$ cat src/logic/pad_mode_pkg.sv
package pad_mode_pkg;

	// Operating modes decoded from the two mode select pins
	typedef enum logic [1:0] {
		mode_reset   = 2'd0,
		mode_debug   = 2'd1,
		mode_run     = 2'd2,
		mode_memload = 2'd3
	} mode_t;

	localparam int port_width = 8;
	localparam int saddr_width = 3;

	// Instruction memory record geometry
	localparam int imem_addr_width = 10;
	localparam int imem_data_width = 46;
	localparam int pattern_width = 24;
	localparam int shifter_width = 58;
	localparam int fifo_depth = 4;

	// Port A bits used by the serial debug bus
	localparam int sclk_bit = 0;
	localparam int ssel_bit = 1;
	localparam int sin_bit = 2;
	localparam int saddr_lsb = 3;
	localparam int buf_sel_bit = 6;

	// Port B inputs and outputs share the lower nibble
	localparam int load_clk_bit = 0;
	localparam int load_write_bit = 1;
	localparam int reset_buf_low_bit = 0;
	localparam int reset_buf_high_bit = 1;
	localparam int reset_pat_bit = 2;
	localparam int sout_bit = 4;

	// Reset request pins float high in debug mode
	localparam logic [port_width-1:0] pullup_mask = 8'h0F;

	typedef struct packed {
		logic                   sclk;
		logic                   ssel;
		logic                   sin;
		logic [saddr_width-1:0] saddr;
	} serial_port_t;

	typedef struct packed {
		logic [port_width-1:0] load_byte;
		logic                  load_clk;
		logic                  load_write;
	} load_in_t;

	typedef struct packed {
		logic pwm_low;
		logic pwm_high;
	} pwm_t;

	typedef struct packed {
		logic [imem_addr_width-1:0] addr;
		logic [imem_data_width-1:0] data;
	} imem_record_t;

endpackage

$ cat src/logic/debug_port_router.sv
`timescale 1ns/1ps

module debug_port_router import pad_mode_pkg::*; (
	input  mode_t                 mode_sel,
	input  logic [port_width-1:0] port_a_in,
	input  logic [port_width-1:0] port_b_in,
	input  logic                  sout_low,
	input  logic                  sout_high,
	input  logic [port_width-1:0] core_outputs,
	output serial_port_t          serial_low,
	output serial_port_t          serial_high,
	output logic [port_width-1:0] port_b_out,
	output logic                  port_b_lsb_oe,
	output logic                  reset_pat,
	output logic                  reset_patternbuf_low,
	output logic                  reset_patternbuf_high,
	output load_in_t              load_in
);

	logic         is_debug;
	logic         is_hold;
	logic         buf_sel;
	logic         sout_sel;
	serial_port_t dbg_bus;

	assign is_debug = (mode_sel == mode_debug);
	// Reset and memory load both keep everything in reset
	assign is_hold = (mode_sel == mode_reset) || (mode_sel == mode_memload);

	// 0 selects the low pattern buffer, 1 the high one
	assign buf_sel = port_a_in[buf_sel_bit];

	always_comb begin
		dbg_bus.sclk  = port_a_in[sclk_bit];
		dbg_bus.ssel  = port_a_in[ssel_bit];
		dbg_bus.sin   = port_a_in[sin_bit];
		dbg_bus.saddr = port_a_in[saddr_lsb +: saddr_width];
	end

	assign serial_low  = (is_debug && !buf_sel) ? dbg_bus : '0;
	assign serial_high = (is_debug && buf_sel) ? dbg_bus : '0;

	assign sout_sel = buf_sel ? sout_high : sout_low;

	always_comb begin
		port_b_out = core_outputs;
		if (is_debug) begin
			port_b_out = core_outputs | pullup_mask;
			port_b_out[sout_bit] = sout_sel;
		end
	end

	// Lower nibble only drives in run mode, upper nibble always drives
	assign port_b_lsb_oe = (mode_sel == mode_run);

	assign reset_pat = is_hold || (is_debug && port_b_in[reset_pat_bit]);
	assign reset_patternbuf_low = is_hold || (is_debug && port_b_in[reset_buf_low_bit]);
	assign reset_patternbuf_high = is_hold || (is_debug && port_b_in[reset_buf_high_bit]);

	always_comb begin
		load_in = '0;
		if (mode_sel == mode_memload) begin
			load_in.load_byte  = port_a_in;
			load_in.load_clk   = port_b_in[load_clk_bit];
			load_in.load_write = port_b_in[load_write_bit];
		end
	end

endmodule

$ cat src/logic/imem_axil_writer.sv
`timescale 1ns/1ps

module imem_axil_writer import pad_mode_pkg::*; (
	input  logic                       clk_int,
	input  logic                       mode_is_reset,
	input  logic                       record_valid,
	input  imem_record_t               record_out,
	output logic                       record_pop,
	output logic                       awvalid,
	input  logic                       awready,
	output logic [imem_addr_width-1:0] awaddr,
	output logic                       wvalid,
	input  logic                       wready,
	output logic [imem_data_width-1:0] wdata,
	input  logic                       bvalid,
	output logic                       bready
);

	typedef enum logic [1:0] {
		st_idle,
		st_addr_data,
		st_resp
	} state_t;

	state_t state;
	logic   aw_done;
	logic   w_done;
	logic   aw_fire;
	logic   w_fire;

	// FIFO head stays put until the pop, so it feeds the bus directly
	assign awaddr = record_out.addr;
	assign wdata = record_out.data;

	assign awvalid = (state == st_addr_data) && !aw_done;
	assign wvalid = (state == st_addr_data) && !w_done;
	assign bready = (state == st_resp);

	assign aw_fire = awvalid && awready;
	assign w_fire = wvalid && wready;

	// Record leaves the FIFO on the write response
	assign record_pop = bready && bvalid;

	always_ff @(posedge clk_int or posedge mode_is_reset) begin
		if (mode_is_reset) begin
			state   <= st_idle;
			aw_done <= 1'b0;
			w_done  <= 1'b0;
		end else begin
			case (state)
				st_idle: begin
					if (record_valid) state <= st_addr_data;
				end
				st_addr_data: begin
					if (aw_fire) aw_done <= 1'b1;
					if (w_fire) w_done <= 1'b1;
					// Channels may be accepted in either order or together
					if ((aw_done || aw_fire) && (w_done || w_fire)) begin
						state   <= st_resp;
						aw_done <= 1'b0;
						w_done  <= 1'b0;
					end
				end
				st_resp: begin
					if (bvalid) state <= st_idle;
				end
				default: state <= st_idle;
			endcase
		end
	end

endmodule

$ cat src/logic/imem_load_shifter.sv
`timescale 1ns/1ps

module imem_load_shifter import pad_mode_pkg::*; (
	input  logic         clk_int,
	input  logic         mode_is_reset,
	input  load_in_t     load_sync,
	output logic         record_push,
	output imem_record_t record_in
);

	logic [shifter_width-1:0] shift_reg;
	logic                     clk_prev;
	logic                     write_prev;
	logic                     clk_rise;
	logic                     write_rise;

	// Strobes are already synchronized, edges found against last cycle
	assign clk_rise = load_sync.load_clk && !clk_prev;
	assign write_rise = load_sync.load_write && !write_prev;

	always_ff @(posedge clk_int or posedge mode_is_reset) begin
		if (mode_is_reset) begin
			shift_reg  <= '0;
			clk_prev   <= 1'b0;
			write_prev <= 1'b0;
		end else begin
			clk_prev   <= load_sync.load_clk;
			write_prev <= load_sync.load_write;
			// New byte enters at the bottom, oldest bits fall off the top
			if (clk_rise) begin
				shift_reg <= {shift_reg[shifter_width-port_width-1:0], load_sync.load_byte};
			end
		end
	end

	// One record per write strobe, taken from the current shifter contents
	assign record_push = write_rise;

	// Two 24-bit patterns arrive, the memory only keeps 23 bits of each
	assign record_in = '{
		addr: shift_reg[shifter_width-1 -: imem_addr_width],
		data: {shift_reg[2*pattern_width-2 -: pattern_width-1],
		       shift_reg[pattern_width-2:0]}
	};

endmodule

$ cat src/logic/imem_record_fifo.sv
`timescale 1ns/1ps

module imem_record_fifo import pad_mode_pkg::*; (
	input  logic         clk_int,
	input  logic         mode_is_reset,
	input  logic         record_push,
	input  imem_record_t record_in,
	input  logic         record_pop,
	output logic         record_valid,
	output imem_record_t record_out,
	output logic         load_overflow
);

	typedef logic [$clog2(fifo_depth)-1:0] ptr_t;
	typedef logic [$clog2(fifo_depth+1)-1:0] count_t;

	imem_record_t mem [fifo_depth];
	ptr_t         wr_ptr;
	ptr_t         rd_ptr;
	count_t       count;
	logic         full;
	logic         do_push;
	logic         do_pop;

	function automatic ptr_t next_ptr(input ptr_t p);
		return (p == ptr_t'(fifo_depth - 1)) ? '0 : p + 1'b1;
	endfunction

	assign full = (count == count_t'(fifo_depth));
	assign record_valid = (count != '0);
	assign record_out = mem[rd_ptr];

	// A push into a full FIFO is lost
	assign do_push = record_push && !full;
	assign do_pop = record_pop && record_valid;

	always_ff @(posedge clk_int or posedge mode_is_reset) begin
		if (mode_is_reset) begin
			wr_ptr        <= '0;
			rd_ptr        <= '0;
			count         <= '0;
			load_overflow <= 1'b0;
		end else begin
			if (do_push) wr_ptr <= next_ptr(wr_ptr);
			if (do_pop) rd_ptr <= next_ptr(rd_ptr);
			if (do_push && !do_pop) begin
				count <= count + 1'b1;
			end else if (do_pop && !do_push) begin
				count <= count - 1'b1;
			end
			// Sticky until the next reset
			if (record_push && full) load_overflow <= 1'b1;
		end
	end

	always_ff @(posedge clk_int) begin
		if (do_push) mem[wr_ptr] <= record_in;
	end

endmodule

$ cat src/logic/pad_ring_ctrl.sv
`timescale 1ns/1ps

module pad_ring_ctrl import pad_mode_pkg::*; (
	input  logic                       clk_int,
	input  logic                       mode_is_reset,
	input  mode_t                      mode_sel,
	input  logic [port_width-1:0]      port_a_in,
	input  logic [port_width-1:0]      port_b_in,
	output logic [port_width-1:0]      port_b_out,
	output logic                       port_b_lsb_oe,
	input  logic                       sout_low,
	input  logic                       sout_high,
	input  logic [port_width-1:0]      core_outputs,
	input  pwm_t                       pwm_in,
	output pwm_t                       pwm_sync,
	output serial_port_t               serial_low,
	output serial_port_t               serial_high,
	output logic                       reset_pat,
	output logic                       reset_patternbuf_low,
	output logic                       reset_patternbuf_high,
	output logic                       awvalid,
	input  logic                       awready,
	output logic [imem_addr_width-1:0] awaddr,
	output logic                       wvalid,
	input  logic                       wready,
	output logic [imem_data_width-1:0] wdata,
	input  logic                       bvalid,
	output logic                       bready,
	output logic                       load_overflow
);

	load_in_t     load_in;
	load_in_t     load_sync;
	logic         record_push;
	imem_record_t record_in;
	logic         record_pop;
	logic         record_valid;
	imem_record_t record_out;

	debug_port_router router_i (
		.mode_sel              (mode_sel),
		.port_a_in             (port_a_in),
		.port_b_in             (port_b_in),
		.sout_low              (sout_low),
		.sout_high             (sout_high),
		.core_outputs          (core_outputs),
		.serial_low            (serial_low),
		.serial_high           (serial_high),
		.port_b_out            (port_b_out),
		.port_b_lsb_oe         (port_b_lsb_oe),
		.reset_pat             (reset_pat),
		.reset_patternbuf_low  (reset_patternbuf_low),
		.reset_patternbuf_high (reset_patternbuf_high),
		.load_in               (load_in)
	);

	// Load pins change on a slow external strobe
	sync_2ff #(.payload_t(load_in_t)) load_sync_i (
		.clk_int       (clk_int),
		.mode_is_reset (mode_is_reset),
		.async_in      (load_in),
		.sync_out      (load_sync)
	);

	sync_2ff #(.payload_t(pwm_t)) pwm_sync_i (
		.clk_int       (clk_int),
		.mode_is_reset (mode_is_reset),
		.async_in      (pwm_in),
		.sync_out      (pwm_sync)
	);

	imem_load_shifter shifter_i (
		.clk_int       (clk_int),
		.mode_is_reset (mode_is_reset),
		.load_sync     (load_sync),
		.record_push   (record_push),
		.record_in     (record_in)
	);

	imem_record_fifo fifo_i (
		.clk_int       (clk_int),
		.mode_is_reset (mode_is_reset),
		.record_push   (record_push),
		.record_in     (record_in),
		.record_pop    (record_pop),
		.record_valid  (record_valid),
		.record_out    (record_out),
		.load_overflow (load_overflow)
	);

	imem_axil_writer writer_i (
		.clk_int       (clk_int),
		.mode_is_reset (mode_is_reset),
		.record_valid  (record_valid),
		.record_out    (record_out),
		.record_pop    (record_pop),
		.awvalid       (awvalid),
		.awready       (awready),
		.awaddr        (awaddr),
		.wvalid        (wvalid),
		.wready        (wready),
		.wdata         (wdata),
		.bvalid        (bvalid),
		.bready        (bready)
	);

endmodule

$ cat src/logic/sync_2ff.sv
`timescale 1ns/1ps

module sync_2ff #(
	parameter type payload_t = logic
) (
	input  logic     clk_int,
	input  logic     mode_is_reset,
	input  payload_t async_in,
	output payload_t sync_out
);

	// First stage may go metastable, second stage feeds the logic
	payload_t meta_q;

	always_ff @(posedge clk_int or posedge mode_is_reset) begin
		if (mode_is_reset) begin
			meta_q   <= '0;
			sync_out <= '0;
		end else begin
			meta_q   <= async_in;
			sync_out <= meta_q;
		end
	end

endmodule

$ cat config.mk
export PLATFORM = sky130hd
export DESIGN_NAME = pad_ring_ctrl
export DESIGN_NICKNAME = d
export VERILOG_FILES = /design/src/logic/pad_mode_pkg.sv /design/src/logic/debug_port_router.sv /design/src/logic/imem_axil_writer.sv /design/src/logic/imem_load_shifter.sv /design/src/logic/imem_record_fifo.sv /design/src/logic/pad_ring_ctrl.sv /design/src/logic/sync_2ff.sv
export SDC_FILE = /design/constraint.sdc
export NUM_CORES = 1
export LEC_CHECK = 0
export ABC_AREA = 1
export BUFFER_PORTS_ARGS = -buffer_cell sky130_fd_sc_hd__buf_2
export CORE_ASPECT_RATIO = 2
export CORE_MARGIN = 2
export CORE_UTILIZATION = 45
export CTS_BUF_LIST = sky130_fd_sc_hd__clkbuf_16
export DETAILED_ROUTE_END_ITERATION = 10
export GPL_TIMING_DRIVEN = 0
export PLACE_DENSITY = 0.77
export SLEW_MARGIN = 20
export SYNTH_ARGS = -nofsm -noshare
export SYNTH_HDL_FRONTEND = slang
export SYNTH_SLANG_ARGS = --single-unit
export TNS_END_PERCENT = 30
$ cat constraint.sdc
create_clock -name clk_int -period 3.45 [get_ports clk_int]
set_clock_uncertainty 0.15 [all_clocks]
set_input_delay 1.035 -clock clk_int [delete_from_list [all_inputs] [get_ports clk_int]]
set_output_delay 1.035 -clock clk_int [all_outputs]
set_load 0.02 [all_outputs]
# Yosys cells after proc, flatten, opt, wreduce, memory -nomap -nowiden
# Memory sizes are Yosys's and may differ from the RTL's.
# Index checks and enable logic that the tools add are counted.
# word_totals
word_cells	96
register_bits	96
ram_bits	224
mem_count	1
# classes
muxes	19
add_sub_neg	4
reduce_logical	41
n_eq_ne	11
# mem_list
memory	words	word_bits	rd	rd_ports_with_merged_regs	write_ports	line_no	source
fifo_i.mem	4	56	1	0	1	imem_record_fifo.sv:17	imem_record_t mem [fifo_depth];
# ops
cell	n
$logic_and A1 B1 Y1	18
$mux W6	2
$eq A2 B2 Y1 const B	5
$mux W10	1
$mux W2	5
$logic_not A1 Y1	8
$mux W1	7
$logic_or A1 B1 Y1	6
$mux W3	2
$ne A2 B2 Y1 const B	3
$pmux W2 S3	1
$reduce_bool A2 Y1	3
$mux W5	1
$add A2 B1 Y2 const B	2
$eq A2 B1 Y1 const B	2
$logic_not A2 Y1	2
$reduce_and A2 Y1	2
$add A3 B1 Y3 const B	1
$eq A3 B3 Y1 const B	1
$reduce_and A3 Y1	1
$reduce_bool A3 Y1	1
$sub A3 B1 Y3 const B	1

# Logic depth before layout (Yosys ltp)
# depth
word_depth	7
depth_mapped	12
depth_no_buf	12

# By module
# From an unflattened synthesis, not the netlist that was laid out.
# unflattened
cells_unflattened	1215
area_unflattened_um2	14103.5
# modules_own_cells
module	n_inst	cells_per_inst	seq_area_each_um2	area_per_inst_um2
imem_record_fifo	1	716	6926.6	9723.1
imem_load_shifter	1	314	1501.4	2795.2
imem_axil_writer	1	89	100.1	653.1
sync_2ff at load_sync_i	1	21	500.5	504.2
debug_port_router	1	70	0.0	324.1
sync_2ff at pwm_sync_i	1	5	100.1	103.8

# Least setup slack after synthesis
# No wires, ideal clock.
# synth_timing
path_kind	flip-flop to flip-flop
start	reg fifo_i.count[0]
end	mem fifo_i.mem[0][0] (netlist name) (enable)
required_time_ps	2830
arrival_time_ps	3010
path_stages_with_launch	5
setup_slack_ps	-180
synth_period_minus_slack_ps	3630
n_path_buf	0
cell_sequence	dfrtp_1 -> nor2_1 -> nand2_1 -> nand2_1 -> nor2_1
# synth_via
elab_chain_cells	5
# synth_lines
element	line_no	source
start: declaration	imem_record_fifo.sv:20	count_t count;
start signal: assignment	imem_record_fifo.sv:47	count <= count + 1'b1;
start signal: assignment	imem_record_fifo.sv:49	count <= count - 1'b1;
$eq A3 B3 Y1	imem_record_fifo.sv:29	assign full = (count == count_t'(fifo_depth));
$logic_not A1 Y1	imem_record_fifo.sv:34	assign do_push = record_push && !full;
$logic_and A1 B1 Y1	imem_record_fifo.sv:34	
$mux W1	imem_record_fifo.sv:57	if (do_push) mem[wr_ptr] <= record_in;
$mux W1 (implied by the code)	imem_record_fifo.sv:57	
end: declaration	imem_record_fifo.sv:17	
# Every way passes these cells.

# Worst setup path in the final report
# layout_timing
start	reg fifo_i.rd_ptr[0]
end	out wdata[8]
# layout_via
elab_chain_cells	1
# layout_lines
element	line_no	source
start: declaration	imem_record_fifo.sv:19	ptr_t rd_ptr;
start signal: assignment	imem_record_fifo.sv:45	if (do_pop) rd_ptr <= next_ptr(rd_ptr);
$mem_v2 Z4 W56	-	
end: declaration	pad_ring_ctrl.sv:26	output logic [imem_data_width-1:0] wdata,
# Every way passes these cells.

==> flow_summary.yaml <==
synthesis:
  synth_seq_area_share_pct: 75.1
  muxShareOfSynthArea_pct: 0
  synthesis.nets: 994
  ys_seq_elements: 320
  synth_compound_area_share_pct: 9.67
  synthDistinctLibCells: 25
  syn-mean-instance-area_sq_um: 12.8
  syn-cell-area_sq_mm: 0.0122
  synthAdderAreaFrac_pct: 1.09
  synth_top_area_cell: "edfxtp_1"
  synthXorXnorAreaFrac_pct: 0.0721
  yosysWarnings: 0
  postSynthCellCount: 949
  yosys.area_share.simple_pct: 8.82
  yosys-top-cells-area: "edfxtp_1 55%, dfrtp_1 20%, nor2_1 5.0%"
  synth_top_family_by_area: "compound AO/OA/AOI/OAI gates"
  yosys.area.top_type_share_pct: 55.3
flow_run:
  cap_viol_max_count: 0
global_routing:
  grt_overflow: 0
  grt_pass1_wl_mm: 41.6
  grt_pass1_vias: 8013
  grt_max_degree: 34
  antenna_found_initial: 0
  grtUsageTotal_pct: 18.8
sta:
  period_needed_ns: 3.38
  hold_viol: 0
  fmax_ghz: 0.296
  tightest_slew_ns: 0.619
  worst_slack_ns: 0.0742
  relSlewSlack_pct: 58.6
  drv_slew: 0
  finalSetupViolations: 0
  fin_crit_sh_pct: 97.9
  rsz0062_at_grt: "no"
finish:
  final_cell_mix: "224 x edfxtp_1, 157 x nor2_1, 122 x buf_2"
  final_common_cell: "edfxtp_1"
  drive_gt1_share_pct: 20.6
  largest_reg_flops: 224
  fillers: 2175
  design_area_sq_mm: 0.0143
  num_antenna_cells: 0
  multi_input_area_sq_mm: 0.00242
  syn2layout_area_growth_pct: 17.9
  fin_nets: 1148
  register_area_sq_mm: 0.00913
detailed_routing:
  drt-initial-drc-count: 784
  vias_per_cell: 5.37
  wl_per_cell_um: 18.3
  ant_nets: 0
  wl_mm: 26.9
  via_count: 7899
  drt_first_pass_iters: 5
  post-route-drc-count: 0
setup_path:
  criticalPathCategory: "register to output pin"
  crit_arrival_ns: 2.19
  endpoint_kind: "output pin"
  start_kind: "register"
  cp_max_fo: 10
  worstPathRequired_ns: 2.26
run_status:
  status: "finished clean"
floorplanning:
  fp.coreArea_sq_mm: 0.0267
  die_w_um: 120
  num_io_pins: 121
  die-area_sq_mm: 0.0284
  initial_utilization_pct: 45.5
  die_height_um: 236
  std_cell_rows: 85
pwr:
  p_leak_nw: 5.86
  p_comb_share_pct: 30.3
  ir_drop_mv: 0.635
  powerDensity_mw_per_mm2: 789
  pwr-share-seq_pct: 44.7
  switching_share_pct: 35.5
  power_frac_clock_pct: 25.0
  p_int_mw: 7.30
  p_sw_mw: 4.01
placed_design:
  dpl_worst_slack_ns: 0.179
  gp_congestion: 0.770
  placedInstanceArea_sq_mm: 0.0135
  portBuffers: 112
  dp_hpwl_mm: 17.5
clocking:
  cts_buffers: 27
  post_cts_buffers: 0
  clkSlewWorstSetupHoldPaths_ns: 0.07
  cts-htree-levels: 1
  cts_tree: "yes"
  clock_latency_ns: 0.55
  cts_root_buf: "clkbuf_16"
  clock_path_buffers: 3
  cts.sinks: 320
hold_path:
  hold_class: "register to register"
==> logic make-up (layout without fill, tap and decap cells) <==
family | Yosys count | after routing
compound gates | 220 | 220
flops | 320 | 320
fa+ha+maj | 10 | 10
xor+xnor | 1 | 1
simple gates | 275 | 275
buf+inv | 123 | 298
==> cell type report <==
class	count	area share [%]
flip-flops and latches	320	63.7
multi-input cells	506	16.9
repair buffers	125	6.04
clock buffers	27	4.72
well taps	348	3.04
plain buffers	53	2.71
inverters	70	1.86
clock inverters	23	0.995
==> synthesized netlist by cell type <==
master / instances
edfxtp_1: 224
nor2_1: 161
o21ai_0: 114
dfrtp_1: 96
nand2_1: 90
inv_1: 67
o22ai_1: 56
a21oi_1: 25
o21ai_1: 24
nand3_1: 16
clkbuf_1: 12
buf_2: 11
buf_6: 11
buf_4: 9
ha_1: 9
clkbuf_2: 5
clkbuf_8: 4
or2_2: 4
inv_2: 3
nand4_1: 3
a31o_2: 1
buf_1: 1
fa_1: 1
nand2_2: 1
xnor2_1: 1
==> through the flow <==
stage / util [%] / total power, mW / setup TNS, ns / hold WS, ns / instances
finish: 53.7 / 11.3 / 0 / 0.196 / 1472
global route: 53.7 / 11.8 / 0 / 0.206 / 1472
CTS: 53.6 / 11.3 / 0 / 0.201 / 1472
detailed placement: 50.5 / 8.53 / 0 / 0.185 / 1422
global placement: 49.3 / 8.36 / -455.95 / 0.182 / 1409
floorplan: - / 7.19 / -40.43 / 0.181 / 949
==> layer usage <==
layer  global-route usage [%]  vias to the layer above  wire length (um)
li1                         -                     3606                 -
met1                     22.7                     3886             10200
met2                     33.0                      337             14000
met3                     2.68                       70              1670
met4                     8.67                        0              1040
met5                        0                        -                 0
==> critical path: stages, from the launching register on <==
cell and delay (ns):
dfrtp_2 0.53, inv_2 0.14, buf_6 0.20, buf_6 0.18, nor2_1 0.07, o22ai_1 0.30
buf_2 0.23
==> timing repair <==
item                       in CTS  in global routing
hold buffers                    0                  0
setup endpoints to repair      12                  6
resized for setup               6                  8
==> final timing paths <==
path	start	end	slack, ns	cells after the start
worst max-delay path	fifo_i.rd_ptr[0]$_DFFE_PP0P_	wdata[8]	0.07	6
worst min-delay path	load_sync_i.meta_q[8]$_DFF_PP0_	load_sync_i.sync_out[8]$_DFF_PP0_	0.20	0
worst max register to register	fifo_i.count[0]$_DFFE_PP0P_	fifo_i.count[1]$_DFFE_PP0P_	1.14	9
worst min register to register	load_sync_i.meta_q[8]$_DFF_PP0_	load_sync_i.sync_out[8]$_DFF_PP0_	0.20	0
max in group asynchronous	mode_is_reset	load_sync_i.sync_out[7]$_DFF_PP0_	1.92	5
min in group asynchronous	mode_is_reset	fifo_i.rd_ptr[1]$_DFFE_PP0P_	0.35	2
==> power by group through the flow <==
stage	Clock, mW	Sequential (mW)	Combinational, mW
finish	2.83	5.06	3.42
global route	2.99	5.10	3.71
CTS	2.85	5.05	3.45
detailed placement	0	5.12	3.40
global placement	0	5.11	3.25
floorplan	0	4.99	2.19
Note: power is estimated with default switching activity, not from simulation.
